[config.mk]
export PLATFORM = sky130hd
export DESIGN_NAME = ahb_gpio_flat
export DESIGN_NICKNAME = d
export VERILOG_FILES = /design/src/soc_pkg.sv /design/src/ahb_if.sv /design/src/ahb_gpio.sv /design/src/flat_wrapper.sv
export SDC_FILE = /design/constraint.sdc
export NUM_CORES = 1
export LEC_CHECK = 0
export ABC_AREA = 0
export BUFFER_PORTS_ARGS = -buffer_cell sky130_fd_sc_hd__buf_2
export CAP_MARGIN = 10
export CORE_AREA = 2 2 108 110
export DETAILED_ROUTE_END_ITERATION = 7
export DIE_AREA = 0 0 110 112
export GPL_TIMING_DRIVEN = 0
export PLACE_DENSITY = 0.74
export SYNTH_ARGS = -nofsm -noshare
export SYNTH_HDL_FRONTEND = slang
export SYNTH_SLANG_ARGS = --single-unit
[constraint.sdc]
create_clock -name clk -period 4.4 [get_ports clk]
set_input_delay 0.66 -clock clk [delete_from_list [all_inputs] [get_ports clk]]
set_output_delay 0.66 -clock clk [all_outputs]
set_load 0.05 [all_outputs]
[src/soc_pkg.sv]
`default_nettype none

package soc_pkg;

    // ----------------------------------------------------------------------
    // Bus and UART field types
    // ----------------------------------------------------------------------
    typedef logic [31:0] addr_t;    // HADDR
    typedef logic [31:0] data_t;    // HWDATA / HRDATA
    typedef logic [1:0]  trans_t;   // HTRANS
    typedef logic [2:0]  size_t;    // HSIZE, 0 byte 1 half 2 word
    typedef logic [7:0]  byte_t;    // One UART character
    typedef logic [15:0] div_t;     // Clocks per UART bit

    localparam trans_t HTRANS_IDLE   = 2'b00;
    localparam trans_t HTRANS_NONSEQ = 2'b10;   // Only single transfers used

    // Slot number lives in haddr[15:12]
    localparam logic [3:0] SLOT_SRAM = 4'd0;
    localparam logic [3:0] SLOT_GPIO = 4'd1;
    localparam logic [3:0] SLOT_UART = 4'd2;

    localparam int SRAM_WORDS = 1024;
    localparam int SRAM_IDX_W = $clog2(SRAM_WORDS);     // Word index from haddr[11:2]

    // Register offsets, haddr[3:0]
    localparam logic [3:0] GPIO_OUT_OFS  = 4'h0;
    localparam logic [3:0] GPIO_OE_OFS   = 4'h4;
    localparam logic [3:0] GPIO_IN_OFS   = 4'h8;
    localparam logic [3:0] UART_TX_OFS   = 4'h0;
    localparam logic [3:0] UART_RX_OFS   = 4'h4;
    localparam logic [3:0] UART_STAT_OFS = 4'h8;
    localparam logic [3:0] UART_DIV_OFS  = 4'hC;

    localparam div_t UART_DIV_RESET = 16'd16;

endpackage

`default_nettype wire

[src/ahb_if.sv]
`default_nettype none

interface ahb_if;
    import soc_pkg::*;

    // Address phase, from the decoder
    logic   hsel;
    addr_t  haddr;
    trans_t htrans;
    logic   hwrite;
    size_t  hsize;
    data_t  hwdata;         // Data phase write data
    logic   hready;         // Bus ready, same for every slave

    // Response, from the slave
    data_t  hrdata;
    logic   hreadyout;
    logic   hresp;          // 1 = error

    modport decoder
    (
        output hsel, haddr, htrans, hwrite, hsize, hwdata, hready,
        input  hrdata, hreadyout, hresp
    );

    modport slave
    (
        input  hsel, haddr, htrans, hwrite, hsize, hwdata, hready,
        output hrdata, hreadyout, hresp
    );

endinterface

`default_nettype wire

[src/ahb_gpio.sv]
`default_nettype none

module ahb_gpio
(
    input  logic            clk,
    input  logic            RSTn,
    ahb_if.slave            s_bus,
    input  soc_pkg::data_t  i_gpio_in,
    output soc_pkg::data_t  o_gpio_out,
    output soc_pkg::data_t  o_gpio_oe
);
    import soc_pkg::*;

    logic       accept;
    logic       d_active;
    logic       d_write;
    logic [3:0] d_ofs;      // Latched register offset
    data_t      in_meta;    // Synchronizer stage 1
    data_t      in_sync;    // Stage 2, read as IN

    assign accept = s_bus.hsel && (s_bus.htrans == HTRANS_NONSEQ) && s_bus.hready;

    always_ff @(posedge clk or negedge RSTn)
    begin
        if (!RSTn)
        begin
            d_active <= 1'b0;
            d_write  <= 1'b0;
            d_ofs    <= '0;
        end
        else if (s_bus.hready)
        begin
            d_active <= accept;
            d_write  <= accept && s_bus.hwrite;
            d_ofs    <= s_bus.haddr[3:0];
        end
    end

    // OUT and OE, whole-word writes
    always_ff @(posedge clk or negedge RSTn)
    begin
        if (!RSTn)
        begin
            o_gpio_out <= '0;
            o_gpio_oe  <= '0;       // All pins input
        end
        else if (d_write && s_bus.hready)
        begin
            if (d_ofs == GPIO_OUT_OFS)
                o_gpio_out <= s_bus.hwdata;
            if (d_ofs == GPIO_OE_OFS)
                o_gpio_oe <= s_bus.hwdata;
        end
    end

    always_ff @(posedge clk or negedge RSTn)
    begin
        if (!RSTn)
        begin
            in_meta <= '0;
            in_sync <= '0;
        end
        else
        begin
            in_meta <= i_gpio_in;
            in_sync <= in_meta;
        end
    end

    // Read mux
    always_comb
    begin
        s_bus.hrdata = '0;
        if (d_active)
        begin
            case (d_ofs)
                GPIO_OUT_OFS: s_bus.hrdata = o_gpio_out;
                GPIO_OE_OFS:  s_bus.hrdata = o_gpio_oe;
                GPIO_IN_OFS:  s_bus.hrdata = in_sync;
                default:      s_bus.hrdata = '0;
            endcase
        end
    end

    assign s_bus.hreadyout = 1'b1;
    assign s_bus.hresp     = 1'b0;

endmodule

`default_nettype wire

[src/flat_wrapper.sv]
// flat-port wrapper written by rule: the top's interface ports become plain ports
module ahb_gpio_flat import soc_pkg::*;
  (clk, RSTn, i_gpio_in, o_gpio_out, o_gpio_oe, s_bus_hsel, s_bus_haddr, s_bus_htrans, s_bus_hwrite, s_bus_hsize, s_bus_hwdata, s_bus_hready, s_bus_hrdata, s_bus_hreadyout, s_bus_hresp);
  ahb_if s_bus_i ();
  input  logic clk;
  input  logic RSTn;
  input  soc_pkg::data_t i_gpio_in;
  output soc_pkg::data_t o_gpio_out;
  output soc_pkg::data_t o_gpio_oe;
  input wire logic [$bits(s_bus_i.hsel)-1:0] s_bus_hsel;
  input wire logic [$bits(s_bus_i.haddr)-1:0] s_bus_haddr;
  input wire logic [$bits(s_bus_i.htrans)-1:0] s_bus_htrans;
  input wire logic [$bits(s_bus_i.hwrite)-1:0] s_bus_hwrite;
  input wire logic [$bits(s_bus_i.hsize)-1:0] s_bus_hsize;
  input wire logic [$bits(s_bus_i.hwdata)-1:0] s_bus_hwdata;
  input wire logic [$bits(s_bus_i.hready)-1:0] s_bus_hready;
  output wire logic [$bits(s_bus_i.hrdata)-1:0] s_bus_hrdata;
  output wire logic [$bits(s_bus_i.hreadyout)-1:0] s_bus_hreadyout;
  output wire logic [$bits(s_bus_i.hresp)-1:0] s_bus_hresp;
  assign s_bus_i.hsel = s_bus_hsel;
  assign s_bus_i.haddr = s_bus_haddr;
  assign s_bus_i.htrans = s_bus_htrans;
  assign s_bus_i.hwrite = s_bus_hwrite;
  assign s_bus_i.hsize = s_bus_hsize;
  assign s_bus_i.hwdata = s_bus_hwdata;
  assign s_bus_i.hready = s_bus_hready;
  assign s_bus_hrdata = s_bus_i.hrdata;
  assign s_bus_hreadyout = s_bus_i.hreadyout;
  assign s_bus_hresp = s_bus_i.hresp;
  ahb_gpio u_core (.clk(clk), .RSTn(RSTn), .s_bus(s_bus_i), .i_gpio_in(i_gpio_in), .o_gpio_out(o_gpio_out), .o_gpio_oe(o_gpio_oe));
endmodule
==> impl_summary.txt, run 1 <==
----------------------------------------------------
[Pwr]
  Overall Power ... ~3.3 mW
  Power per standard cell area ... approximately 500 mW/mm^2
  Leakage power ... ~3.4 nW
  Maximum resistive drop on vdd ... about 0.00030 V

[Place]
  Cells after DPL ... about 630
  Routability congestion estimate ... between 0.7 and 0.8
  HPWL after detailed placement ... between 8000 and 9000 um
  Cell area reported after detailed placement ... 0.005966 sq mm
  Count of buffers from port buffering ... about 170

[Yosys]
  Main combinational cell family by area after synthesis ... multiplexers
  Post-synthesis share of cell area spent on and, or, nand and nor gates ... around 4.4%
  Share of cell area taken by muxes after synthesis ... between 15 and 20%
  Post-synthesis share of cell area spent on full adders, half adders and majority gates ... 0%
  Synth top area share ... about two thirds
  Xor/xnor cell area share of the yosys netlist ... 0%
  Count of yosys warnings during synthesis ... 0
  Count of state elements after synthesis ... 134
  Unique masters post-synth ... 25
  Part of the Yosys area used for sequential elements ... 68.33%
  Ranking of synthesized cells by area ... sky130_fd_sc_hd__dfrtp_1 (68%), sky130_fd_sc_hd__mux2_2 (18%), sky130_fd_sc_hd__a222oi_1 (4.3%), sky130_fd_sc_hd__nor2_1 (2.6%), sky130_fd_sc_hd__a22oi_1 (1.7%)
  Cell accounting for the most synthesized area ... sky130_fd_sc_hd__dfrtp_1
  Post-Synthesis Net Count ... 424
  Fraction of the mapped netlist area in compound gates ... slightly above 6%
  Area of the mapped netlist ... ~0.0049 sq mm
  Average footprint of a synthesized cell ... approximately 15 sq um
  Cell count after synthesis ... 318

[CTS]
  Root buf cell ... sky130_fd_sc_hd__clkbuf_16
  Postcts setup bufs ... 0
  TritonCTS clock tree ... built
  H-tree level count ... 4
  Number of cells upsized or downsized after cts ... 0
  Deepest clock path buffer count ... 2
  Number of buffers added by the clock tree synthesis step ... 17
  Number of buffers inserted for hold repair after clock tree synthesis ... 0
  Worst-path clk slew ... 60 ps
  Source-to-sink clock delay at the later pin of the worst-skew pair ... about 400 ps
  Clock Sinks ... roughly 130

[Die]
  Initial Util ... 43.91%
  Top-Level Pins ... about 200
  DIE AREA ... around 0.012 sq mm
  Row count ... 39
  Die width ... roughly 110 um
  Die span in y ... between 100 and 150 um
  Placeable Area ... around 0.011 sq mm

[Global route]
  Number of global-route vias before repair ... between 3000 and 4000
  Number of antenna violations at the first check in global routing ... 1
  Pin count of the biggest net entering global routing ... a little under 80
  Total congestion overflow ... 0
  Total routing usage reported by global routing ... approximately 20%
  Wire length of the first global-routing pass ... about 18000 um

[STA]
  Slew @ Worst Pin ... between 700 and 800 ps
  Number of slew-limit violations in the final report ... 0
  Final hold violation count ... 0
  Maximum achievable frequency ... ~320 MHz
  Setup repair after global routing missed its margin ... false
  Total Neg Setup Slack ... 0 ps
  Headroom to the max-slew limit ... a little over half
  Final setup viols ... 0
  Portion of the clock cycle consumed by the worst path in the final layout ... a little over two thirds
  Minimum hold slack ... 217.6 ps
  Worst setup skew after layout ... around 9.2 ps
  Post-route minimum period ... about 3100 ps

[Setup path]
  CP max stage cell ... sky130_fd_sc_hd__nor4_1
  Crit path launch type ... flop
  CP Capture Type ... primary output
  Crit-path cells ... buf_2 > nor4_1 > buf_2 > a222oi_1 > nor2_1 > buf_2
  Slowest stage delay, CP ... roughly 560 ps
  Maximum fanout encountered on the critical timing path ... 10
  Crit-path leading delay family ... buffers and inverters
  Critical path type ... flop to primary output
  Signal arrival time at the worst endpoint ... ~2400 ps
  Endpoint required time on the critical path ... between 3000 and 4000 ps
  Worst Path Buf+Inv ... 3
  Most numerous cell on the critical path ... sky130_fd_sc_hd__buf_2

[Cells and area]
  Fraction of layout cells with a size suffix above 1 ... 56.54%
  Fin nets ... between 600 and 700
  Design area ... 0.006563 sq mm
  Final std cells w/o fill ... 664
  Area added between synthesis and finish ... 33.73%

[Drt]
  Detailed Route WL ... 11810 um
  Post-route DRC violation count ... 0
  Via Count ... 3351
  Post-DR vias/cell ... 5.047
  Detailed Route Iter0 Violations ... 198
  Post-DRT Antenna Nets ... 0
  Wire length per cell ... about 18 um
  Iteration count of the initial detailed-routing pass ... 7

[Status]
  Result of the run ... completed

[Flow run]
  Total of max-cap violations ... 0

[Hold path]
  Worst min path class ... primary input to asynchronous set/reset pin

----------------------------------------------------
==> sequential cells by signal, summed over array words and instances, names as in the netlist <==
| name | cells |
|---|---|
| u_core.d_active | 1 |
| u_core.d_ofs | 4 |
| u_core.d_write | 1 |
| u_core.in_meta | 32 |
| u_core.in_sync | 32 |
| u_core.o_gpio_oe | 32 |
| u_core.o_gpio_out | 32 |
==> final timing paths <==
path                                        startpoint                           endpoint  slack (ps)  cells past startpoint
max                        u_core.d_ofs[3]$_DFFE_PN0P_                    s_bus_hrdata[0]        1300                      6
min                                               RSTn   u_core.o_gpio_oe[20]$_DFFE_PN0P_         220                      1
max reg2reg                u_core.d_ofs[3]$_DFFE_PN0P_   u_core.o_gpio_oe[21]$_DFFE_PN0P_        2670                      5
min reg2reg                u_core.in_meta[3]$_DFF_PN0_        u_core.in_sync[3]$_DFF_PN0_         350                      0
max in group asynchronous                         RSTn  u_core.o_gpio_out[21]$_DFFE_PN0P_        3430                      2
min in group clk           u_core.in_meta[3]$_DFF_PN0_        u_core.in_sync[3]$_DFF_PN0_         350                      0
==> synth_stat cells <==
| cell type | number |
|---|---|
| sky130_fd_sc_hd__nand3b_1 | 1 |
| sky130_fd_sc_hd__buf_4 | 3 |
| sky130_fd_sc_hd__nor2b_1 | 1 |
| sky130_fd_sc_hd__buf_2 | 7 |
| sky130_fd_sc_hd__conb_1 | 2 |
| sky130_fd_sc_hd__nor2_1 | 34 |
| sky130_fd_sc_hd__buf_1 | 1 |
| sky130_fd_sc_hd__a222oi_1 | 21 |
| sky130_fd_sc_hd__buf_6 | 3 |
| sky130_fd_sc_hd__nand4_2 | 1 |
| sky130_fd_sc_hd__mux2i_1 | 1 |
| sky130_fd_sc_hd__nand2_1 | 2 |
| sky130_fd_sc_hd__dfrtp_1 | 134 |
| sky130_fd_sc_hd__a22oi_1 | 11 |
| sky130_fd_sc_hd__nor4_1 | 1 |
| sky130_fd_sc_hd__mux2_2 | 77 |
| sky130_fd_sc_hd__nand3_1 | 1 |
| sky130_fd_sc_hd__and2b_1 | 1 |
| sky130_fd_sc_hd__nor3_1 | 1 |
| sky130_fd_sc_hd__inv_1 | 2 |
| sky130_fd_sc_hd__clkbuf_1 | 8 |
| sky130_fd_sc_hd__o22ai_1 | 1 |
| sky130_fd_sc_hd__nand4_4 | 1 |
| sky130_fd_sc_hd__mux2_1 | 2 |
| sky130_fd_sc_hd__nor4b_1 | 1 |
==> per-stage QoR <==
stage | worst slack (ps) | utilization, %
after CTS | 1311 | 58.71
after detailed placement | 1759 | 53.39
after global placement | 993.8 | 53.08
after global routing | 1054 | 58.71
after floorplan | 1878 | -
final | 1302 | 58.73
==> layout make-up <==
class	instances	area (sq um)
diodes	1	2.502
plain buffers	22	125.1
clock buffers	20	466.7
clock inverters	12	127.6
fillers	914	4612
inverters	2	7.507
multi-input cells	160	1421
flip-flops and latches	134	3353
well taps	143	178.9
repair buffers	170	879.6
==> power breakdown <==
group | leakage, nW | switching (mW) | internal (mW)
clock network | 0.284 | 0.505 | 0.876
registers | 1.69 | 0.0570 | 1.33
logic | 1.45 | 0.348 | 0.145
==> placed cells by master (no fill, tap or decap), drive strengths merged, types with 4 or more instances in the layout <==
master,synthesis,routed
dfrtp,134,134
clkinvlp,0,4
buf,14,184
nor2,34,34
clkinv,0,6
clkbuf,8,28
a22oi,11,11
mux2,79,79
a222oi,21,21
==> layer usage <==
metal	part of all wire [%]	vias to the layer above	global-route usage, %
met4	0.61	0	5.907
met2	50	138	32.02
met1	42	1668	25.83
met3	7.1	7	6.265
met5	0	-	0
li1	-	1538	-
==> cells by family after synthesis <==
logic type | count (synthesis)
buf+inv | 24
simple gates | 45
compound gates | 33
flops | 134
other cells | 2
mux | 80
==> worst register-to-register path: cells and delay by family, from the launching register on <==
| family | cells | cell delay, ps |
|---|---|---|
| buffers and inverters | 2 | 500 |
| AND/OR/NAND/NOR | 2 | 400 |
| multiplexers | 1 | 380 |
| flip-flops | 1 | 320 |
(Power assumes the default switching activity.)
==> run 2: changes to the inputs <==
--- a/config.mk
+++ b/config.mk
@@ -8,11 +8,11 @@
 export ABC_AREA = 0
 export BUFFER_PORTS_ARGS = -buffer_cell sky130_fd_sc_hd__buf_2
 export CAP_MARGIN = 10
-export CORE_AREA = 2 2 108 110
+export CORE_AREA = 2 2 110 112
 export DETAILED_ROUTE_END_ITERATION = 7
-export DIE_AREA = 0 0 110 112
+export DIE_AREA = 0 0 112 114
 export GPL_TIMING_DRIVEN = 0
-export PLACE_DENSITY = 0.74
+export PLACE_DENSITY = 0.75
 export SYNTH_ARGS = -nofsm -noshare
 export SYNTH_HDL_FRONTEND = slang
 export SYNTH_SLANG_ARGS = --single-unit
==> constraint.sdc (replaced) <==
create_clock -name clk -period 2.6 [get_ports clk]
set_input_delay 0.39 -clock clk [delete_from_list [all_inputs] [get_ports clk]]
set_output_delay 0.39 -clock clk [all_outputs]
set_load 0.05 [all_outputs]
==> run 2 against run 1 <==
  * Routed wire length is 3.8% higher
  * Die area is 3.6% higher
  * Global-route usage is 0.11 points higher
  * Clock-buffer cell count is 4 higher
  * Design area is 2.2% higher
  * Critical endpoint is now s_bus_hrdata[16]
==> impl_summary.txt, run 2 (synthesized netlist as in run 1, its figures left out) <==
----------------------------------------------------
[STA]
  Worst setup slack after layout ... 111.6 ps (-1191 ps)
  Worst setup skew after layout ... 8.202 ps (-0.9743 ps)
  Slew @ Worst Pin ... 623.3 ps (-83.57 ps)
  Number of slew-limit violations in the final report ... 0 (unchanged)
  Final hold violation count ... 0 (unchanged)
  Final setup viols ... 0 (unchanged)
  Maximum achievable frequency ... between 400 and 500 MHz
  Portion of the clock cycle consumed by the worst path in the final layout ... 95.71%
  Total Neg Setup Slack ... 0 ps (unchanged)
  Post-route minimum period ... about 2500 ps
  Headroom to the max-slew limit ... 58.44% (+5.6 points)

[Pwr]
  Maximum resistive drop on vdd ... 0.0004778 V (+61%)
  Leakage power ... 3.490 nW (+1.9%)
  Power per standard cell area ... 872.4 mW/mm^2 (+76%)
  Overall Power ... 5.852 mW (+80%)

[Cells and area]
  Antenna diode instance count ... 0 (-1)
  Area added between synthesis and finish ... 36.69%
  Final std cells w/o fill ... 667 (+0.45%)
  Most common library cell in the layout ignoring fill and taps ... sky130_fd_sc_hd__buf_2
  Fraction of layout cells with a size suffix above 1 ... 58.27% (+1.7 points)
  Design area ... 0.006708 sq mm (+2.2%)
  Top library cells by usage in the layout, fill and taps aside ... sky130_fd_sc_hd__buf_2 (169), sky130_fd_sc_hd__dfrtp_1 (134), sky130_fd_sc_hd__mux2_2 (77), sky130_fd_sc_hd__nor2_1 (33), sky130_fd_sc_hd__a222oi_1 (21)
  Sequential cell area ... 0.003353 sq mm (unchanged)
  Fin nets ... 614 (+0.16%)
  Number of inserted filler cells in the final layout ... 978 (+7.0%)
  Area used by multi-input combinational logic ... 0.001445 sq mm (+1.7%)

[Drt]
  Post-DRT Antenna Nets ... 0 (unchanged)
  Post-DR vias/cell ... 5.240 (+3.8%)
  Detailed Route Iter0 Violations ... 239 (+21%)
  Iteration count of the initial detailed-routing pass ... 5 (-2)
  Wire length per cell ... 18.39 um (+3.4%)
  Via Count ... 3495 (+4.3%)
  Detailed Route WL ... 12260 um (+3.8%)
  Post-route DRC violation count ... 0 (unchanged)

[Setup path]
  Signal arrival time at the worst endpoint ... 2100 ps (-340 ps)
  CP max stage cell ... sky130_fd_sc_hd__nor4_4
  Slowest stage delay, CP ... 380 ps (-180 ps)
  Maximum fanout encountered on the critical timing path ... 10 (unchanged)
  Endpoint required time on the critical path ... 2210 ps (-1530 ps)
  Cell count of the worst reg-to-reg path ... 5 (unchanged)
  Critical path type ... flop to primary output
  Most numerous cell on the critical path ... sky130_fd_sc_hd__clkbuf_4
  Crit path launch type ... flop
  Crit-path cells ... clkbuf_4 > nor4_4 > buf_4 > a222oi_1 > nor2_1 > clkbuf_4
  CP Capture Type ... primary output
  Reg-to-reg setup timing slack ... 870 ps (-1800 ps)

[CTS]
  Source-to-sink clock delay at the later pin of the worst-skew pair ... 420 ps (+20 ps)
  Worst-path clk slew ... 60 ps (about the same)
  Root buf cell ... sky130_fd_sc_hd__clkbuf_16
  Deepest clock path buffer count ... 2 (unchanged)
  Clock Sinks ... 134 (unchanged)
  TritonCTS clock tree ... built
  H-tree level count ... 4 (unchanged)
  Postcts setup bufs ... 0 (unchanged)
  Number of buffers added by the clock tree synthesis step ... 17 (unchanged)

[Place]
  HPWL after detailed placement ... 8191 um (+0.65%)
  Cells after DPL ... 635 (+0.63%)
  Cell area reported after detailed placement ... 0.005971 sq mm (about the same)
  Count of buffers from port buffering ... 169 (unchanged)
  Post-place setup slack ... 234.6 ps (-1525 ps)
  Routability congestion estimate ... 0.7865 (+5.6%)

[Hold path]
  Worst min path class ... primary input to flop
  Cell count of the worst hold path ... 1

[Status]
  Result of the run ... completed

[Global route]
  Total routing usage reported by global routing ... 20.04% (+0.11 points)
  Number of antenna violations at the first check in global routing ... 0 (-1)
  Pin count of the biggest net entering global routing ... 70 (-9.1%)
  Total congestion overflow ... 0 (unchanged)
  Number of global-route vias before repair ... 3728 (+7.7%)
  Wire length of the first global-routing pass ... 19200 um (+5.5%)

[Die]
  Row count ... 40 (+2.6%)
  Initial Util ... 41.90% (-2.0 points)
  Placeable Area ... 0.01171 sq mm (+4.8%)
  Die span in y ... 114 um (+1.8%)
  Top-Level Pins ... 204 (unchanged)
  Die width ... 112 um (+1.8%)
  DIE AREA ... 0.01277 sq mm (+3.6%)

[Flow run]
  Total of max-cap violations ... 0 (unchanged)

----------------------------------------------------
run 2: cell count changes in the layout (fill, tap and decap cells not counted), moves of 4 or more:
| cell | previous run | this run |
|---|---|---|
| sky130_fd_sc_hd__buf_2 | 175 | 169 |
| sky130_fd_sc_hd__clkbuf_2 | 0 | 5 |
| sky130_fd_sc_hd__clkinv_2 | 4 | 0 |
| sky130_fd_sc_hd__clkbuf_4 | 0 | 7 |
| sky130_fd_sc_hd__clkbuf_1 | 8 | 2 |
run 2: final cells by class:
| class | count | share of cell area, % |
|---|---|---|
| inverter | 2 | 0.1119 |
| clock buffer | 24 | 7.480 |
| timing repair buffer | 171 | 13.45 |
| sequential | 134 | 49.99 |
| clock inverter | 7 | 2.462 |
| tap | 147 | 2.742 |
| multi-input combinational | 160 | 21.54 |
| buffer | 22 | 2.220 |
run 2: power breakdown:
group / switching (mW) / leakage (nW) / internal [mW] / total, mW
logic: 0.591 / 1.48 / 0.255 / 0.846
clock network: 0.834 / 0.319 / 1.82 / 2.66
registers: 0.102 / 1.69 / 2.25 / 2.35
run 2: path summary, 6_finish.rpt:
path / from / to
max: u_core.d_ofs[3]$_DFFE_PN0P_ / s_bus_hrdata[16]
min: i_gpio_in[15] / u_core.in_meta[15]$_DFF_PN0_
max reg2reg: u_core.d_ofs[3]$_DFFE_PN0P_ / u_core.o_gpio_oe[6]$_DFFE_PN0P_
min reg2reg: u_core.in_meta[24]$_DFF_PN0_ / u_core.in_sync[24]$_DFF_PN0_
max in group asynchronous: RSTn / u_core.in_meta[29]$_DFF_PN0_
min in group asynchronous: RSTn / u_core.o_gpio_oe[20]$_DFFE_PN0P_
run 2: what timing repair did:
item | 4_1_cts | 5_1_grt
hold buffers | 1 | 0
gates resized for setup | 13 | 13
pin swaps | 0 | 3
endpoints found under the hold margin | 65 | 0
endpoints found under the setup margin | 30 | 31
run 2: metrics by stage:
step           hold slack, ps  util [%]
3_3_place_gp            332.3     50.69
3_5_place_dp            335.5     50.98
5_1_grt                 54.47     57.28
4_1_cts                 54.54     56.98
2_1_floorplan           94.41         -
6_report                75.51     57.28
run 2: worst max-delay path, delay by kind of cell, from the launching register on:
family | cells | cell delay [ps]
simple gates | 2 | 540
compound gates | 1 | 100
flops | 1 | 350
buf+inv | 3 | 690
run 2: metal layers:
layer,vias up,wire (um),track usage [%]
li1,1539,-,-
met1,1773,5001,24.90
met2,164,6134,32.44
met3,19,945,7.279
met4,0,182,7.561
met5,-,0,0
==> run 3: changes to the inputs <==
--- a/config.mk
+++ b/config.mk
@@ -13,6 +13,7 @@
 export DIE_AREA = 0 0 112 114
 export GPL_TIMING_DRIVEN = 0
 export PLACE_DENSITY = 0.75
+export SKIP_CTS_REPAIR_TIMING = 1
 export SYNTH_ARGS = -nofsm -noshare
 export SYNTH_HDL_FRONTEND = slang
 export SYNTH_SLANG_ARGS = --single-unit
==> constraint.sdc (replaced) <==
create_clock -name clk -period 2.6 [get_ports clk]
set_input_delay 0.52 -clock clk [delete_from_list [all_inputs] [get_ports clk]]
set_output_delay 0.52 -clock clk [all_outputs]
set_load 0.05 [all_outputs]
==> run 3 against run 2 <==
  * First-iteration DRC count rose by 9.2%
  * Worst hold slack better by 8.7 ps
  * Clock power barely moved
  * Clock-buffer cell count unchanged
  * Final cell count did not move
  * Die area unchanged
==> impl_summary.txt, run 3 (synthesized netlist as in run 1, its figures left out) <==
----------------------------------------------------
[Die]
  Row count ... 40 (unchanged)
  Initial Util ... 41.90% (unchanged)
  Placeable Area ... 0.01171 sq mm (unchanged)
  Top-Level Pins ... 204 (unchanged)
  Die width ... 112 um (unchanged)
  Die span in y ... 114 um (unchanged)
  DIE AREA ... 0.01277 sq mm (unchanged)

[STA]
  Post-route minimum period ... 2548 ps (+59.65 ps)
  Number of slew-limit violations in the final report ... 0 (unchanged)
  Final setup viols ... 0 (unchanged)
  Final hold violation count ... 0 (unchanged)
  Maximum achievable frequency ... 392.5 MHz (-2.3%)
  Headroom to the max-slew limit ... 58.49% (about the same)
  Slew @ Worst Pin ... 622.7 ps (-0.6253 ps)
  Worst setup skew after layout ... 7.117 ps (-1.085 ps)
  Portion of the clock cycle consumed by the worst path in the final layout ... 98.00% (+2.3 points)
  Minimum hold slack ... 84.22 ps (+8.703 ps)

[Global route]
  Pin count of the biggest net entering global routing ... 70 (unchanged)
  Routing usage on met1 ... 24.83% (-0.071 points)
  Number of global-route vias before repair ... 3721 (-0.19%)
  Wire length of the first global-routing pass ... 19180 um (-0.10%)
  Total routing usage reported by global routing ... 20.01% (-0.023 points)
  Met3 Track Usage GR ... 7.279% (unchanged)
  Number of antenna violations at the first check in global routing ... 0 (unchanged)
  Global routing met2 resource utilization ... 32.44% (unchanged)
  Most Used Layer, Global Route ... met2
  Total congestion overflow ... 0 (unchanged)

[Setup path]
  Capturing point of the worst reg2reg path ... u_core.o_gpio_oe[6]$_DFFE_PN0P_
  CP max stage cell ... sky130_fd_sc_hd__a222oi_1
  Critical path type ... flop to primary output
  CP Capture Type ... primary output
  Cell count of the worst reg-to-reg path ... 5 (unchanged)
  Crit-path cells ... buf_6 > and2b_2 > buf_4 > a222oi_1 > nor2_1 > clkbuf_4
  Maximum fanout encountered on the critical timing path ... 10 (unchanged)
  Critical Path Start ... u_core.d_ofs[3]$_DFFE_PN0P_
  Crit path launch type ... flop
  Reg-to-reg setup timing slack ... 900 ps (+30 ps)
  Worst reg2reg path startpoint ... u_core.d_ofs[3]$_DFFE_PN0P_
  Capture point of the worst path ... s_bus_hrdata[11]
  Slowest stage delay, CP ... 350 ps (-30 ps)
  Endpoint required time on the critical path ... 2080 ps (-130 ps)
  Signal arrival time at the worst endpoint ... 2030 ps (-70 ps)

[Flow run]
  Total of max-cap violations ... 0 (unchanged)

[CTS]
  Root buf cell ... sky130_fd_sc_hd__clkbuf_16
  Number of buffers added by the clock tree synthesis step ... 17 (unchanged)
  Worst-path clk slew ... 60 ps (about the same)
  Source-to-sink clock delay at the later pin of the worst-skew pair ... 410 ps (about the same)
  Deepest clock path buffer count ... 2 (unchanged)
  H-tree level count ... 4 (unchanged)
  Clock Sinks ... 134 (unchanged)
  TritonCTS clock tree ... built

[Pwr]
  Leakage power ... 3.492 nW (about the same)
  Maximum resistive drop on vdd ... 0.0004777 V (about the same)
  Power per standard cell area ... 866.9 mW/mm^2 (-0.63%)

[Cells and area]
  Number of inserted filler cells in the final layout ... 968 (-1.0%)
  Final design utilization ... 57.78% (+0.50 points)
  Fin nets ... 614 (unchanged)
  Area added between synthesis and finish ... 37.89%
  Antenna diode instance count ... 0 (unchanged)
  Most common library cell in the layout ignoring fill and taps ... sky130_fd_sc_hd__buf_2
  Top library cells by usage in the layout, fill and taps aside ... sky130_fd_sc_hd__buf_2 (161), sky130_fd_sc_hd__dfrtp_1 (132), sky130_fd_sc_hd__mux2_2 (77), sky130_fd_sc_hd__nor2_1 (33), sky130_fd_sc_hd__a222oi_1 (21)
  Fraction of layout cells with a size suffix above 1 ... 59.04% (+0.77 points)

[Place]
  Routability congestion estimate ... 0.7865 (unchanged)
  HPWL after detailed placement ... 8191 um (unchanged)
  Count of buffers from port buffering ... 169 (unchanged)

[Drt]
  Detailed Route WL ... 12320 um (+0.43%)
  Wire length per cell ... 18.47 um (+0.43%)
  Via Count ... 3440 (-1.6%)
  Post-DR vias/cell ... 5.157 (-1.6%)
  Detailed Route Iter0 Violations ... 261 (+9.2%)
  Iteration count of the initial detailed-routing pass ... 7 (+2)
  Post-route DRC violation count ... 0 (unchanged)
  Post-DRT Antenna Nets ... 0 (unchanged)

[Status]
  Result of the run ... completed

[Hold path]
  Worst min path class ... primary input to asynchronous set/reset pin

----------------------------------------------------
## run 3: cell count changes in the layout (fill, tap and decap cells not counted), sizes merged
cell	change
clkbuf	-2
buf	+3
dlygate4sd3	-1
## run 3: per-stage QoR
step | setup TNS, ps | cells | setup slack [ps] | instance area (sq um) | power, mW
CTS | -9836 | 666 | -360.8 | 6638 | 5.901
finish | 0 | 667 | 51.93 | 6766 | 5.866
global route | -91.54 | 667 | -44.82 | 6766 | 6.082
detailed placement | 0 | 635 | 104.6 | 5971 | 3.219
floorplan | 0 | 318 | 218.2 | 4907 | 2.924
global placement | -89180 | 634 | -674.2 | 5937 | 3.185
## run 3: critical path, delay by kind of cell, from the launching register on
family	cells	cell delay (ps)
AO/OA/AOI/OAI	1	350
flip-flops	1	330
AND/OR/NAND/NOR	2	360
buffers and inverters	3	570
## run 3: worst min path at each step
stage | from | endpoint | slack [ps] | cells past startpoint
6_report | RSTn | u_core.o_gpio_oe[20]$_DFFE_PN0P_ | 80 | 1
5_1_grt | RSTn | u_core.in_sync[20]$_DFF_PN0_ | 130 | 1
2_1_floorplan | RSTn | u_core.d_active$_DFFE_PN0P_ | 220 | 0
3_3_place_gp | u_core.in_meta[30]$_DFF_PN0_ | u_core.in_sync[30]$_DFF_PN0_ | 330 | 0
4_1_cts | RSTn | u_core.in_meta[20]$_DFF_PN0_ | 110 | 1
3_5_place_dp | u_core.in_meta[0]$_DFF_PN0_ | u_core.in_sync[0]$_DFF_PN0_ | 340 | 0
## run 3: layer usage
layer,up-vias,routed length [um]
met4,0,174
li1,1534,-
met5,-,0
met2,155,6170
met3,17,897
met1,1734,5075
## run 3: layout make-up
class | instances | area (sq um) | share of cell area (%)
plain buffers | 22 | 171.4 | 2.533
repair buffers | 171 | 929.6 | 13.74
multi-input cells | 160 | 1451 | 21.45
clock inverters | 7 | 165.2 | 2.441
well taps | 147 | 183.9 | 2.718
inverters | 2 | 7.507 | 0.1109
flip-flops and latches | 134 | 3356 | 49.59
clock buffers | 24 | 501.7 | 7.415
## run 3: power by group
part	switching [mW]	internal [mW]	total, mW
Clock	0.837	1.82	2.66
Combinational	0.593	0.262	0.855
Sequential	0.104	2.25	2.35
Total	1.53	4.33	5.87
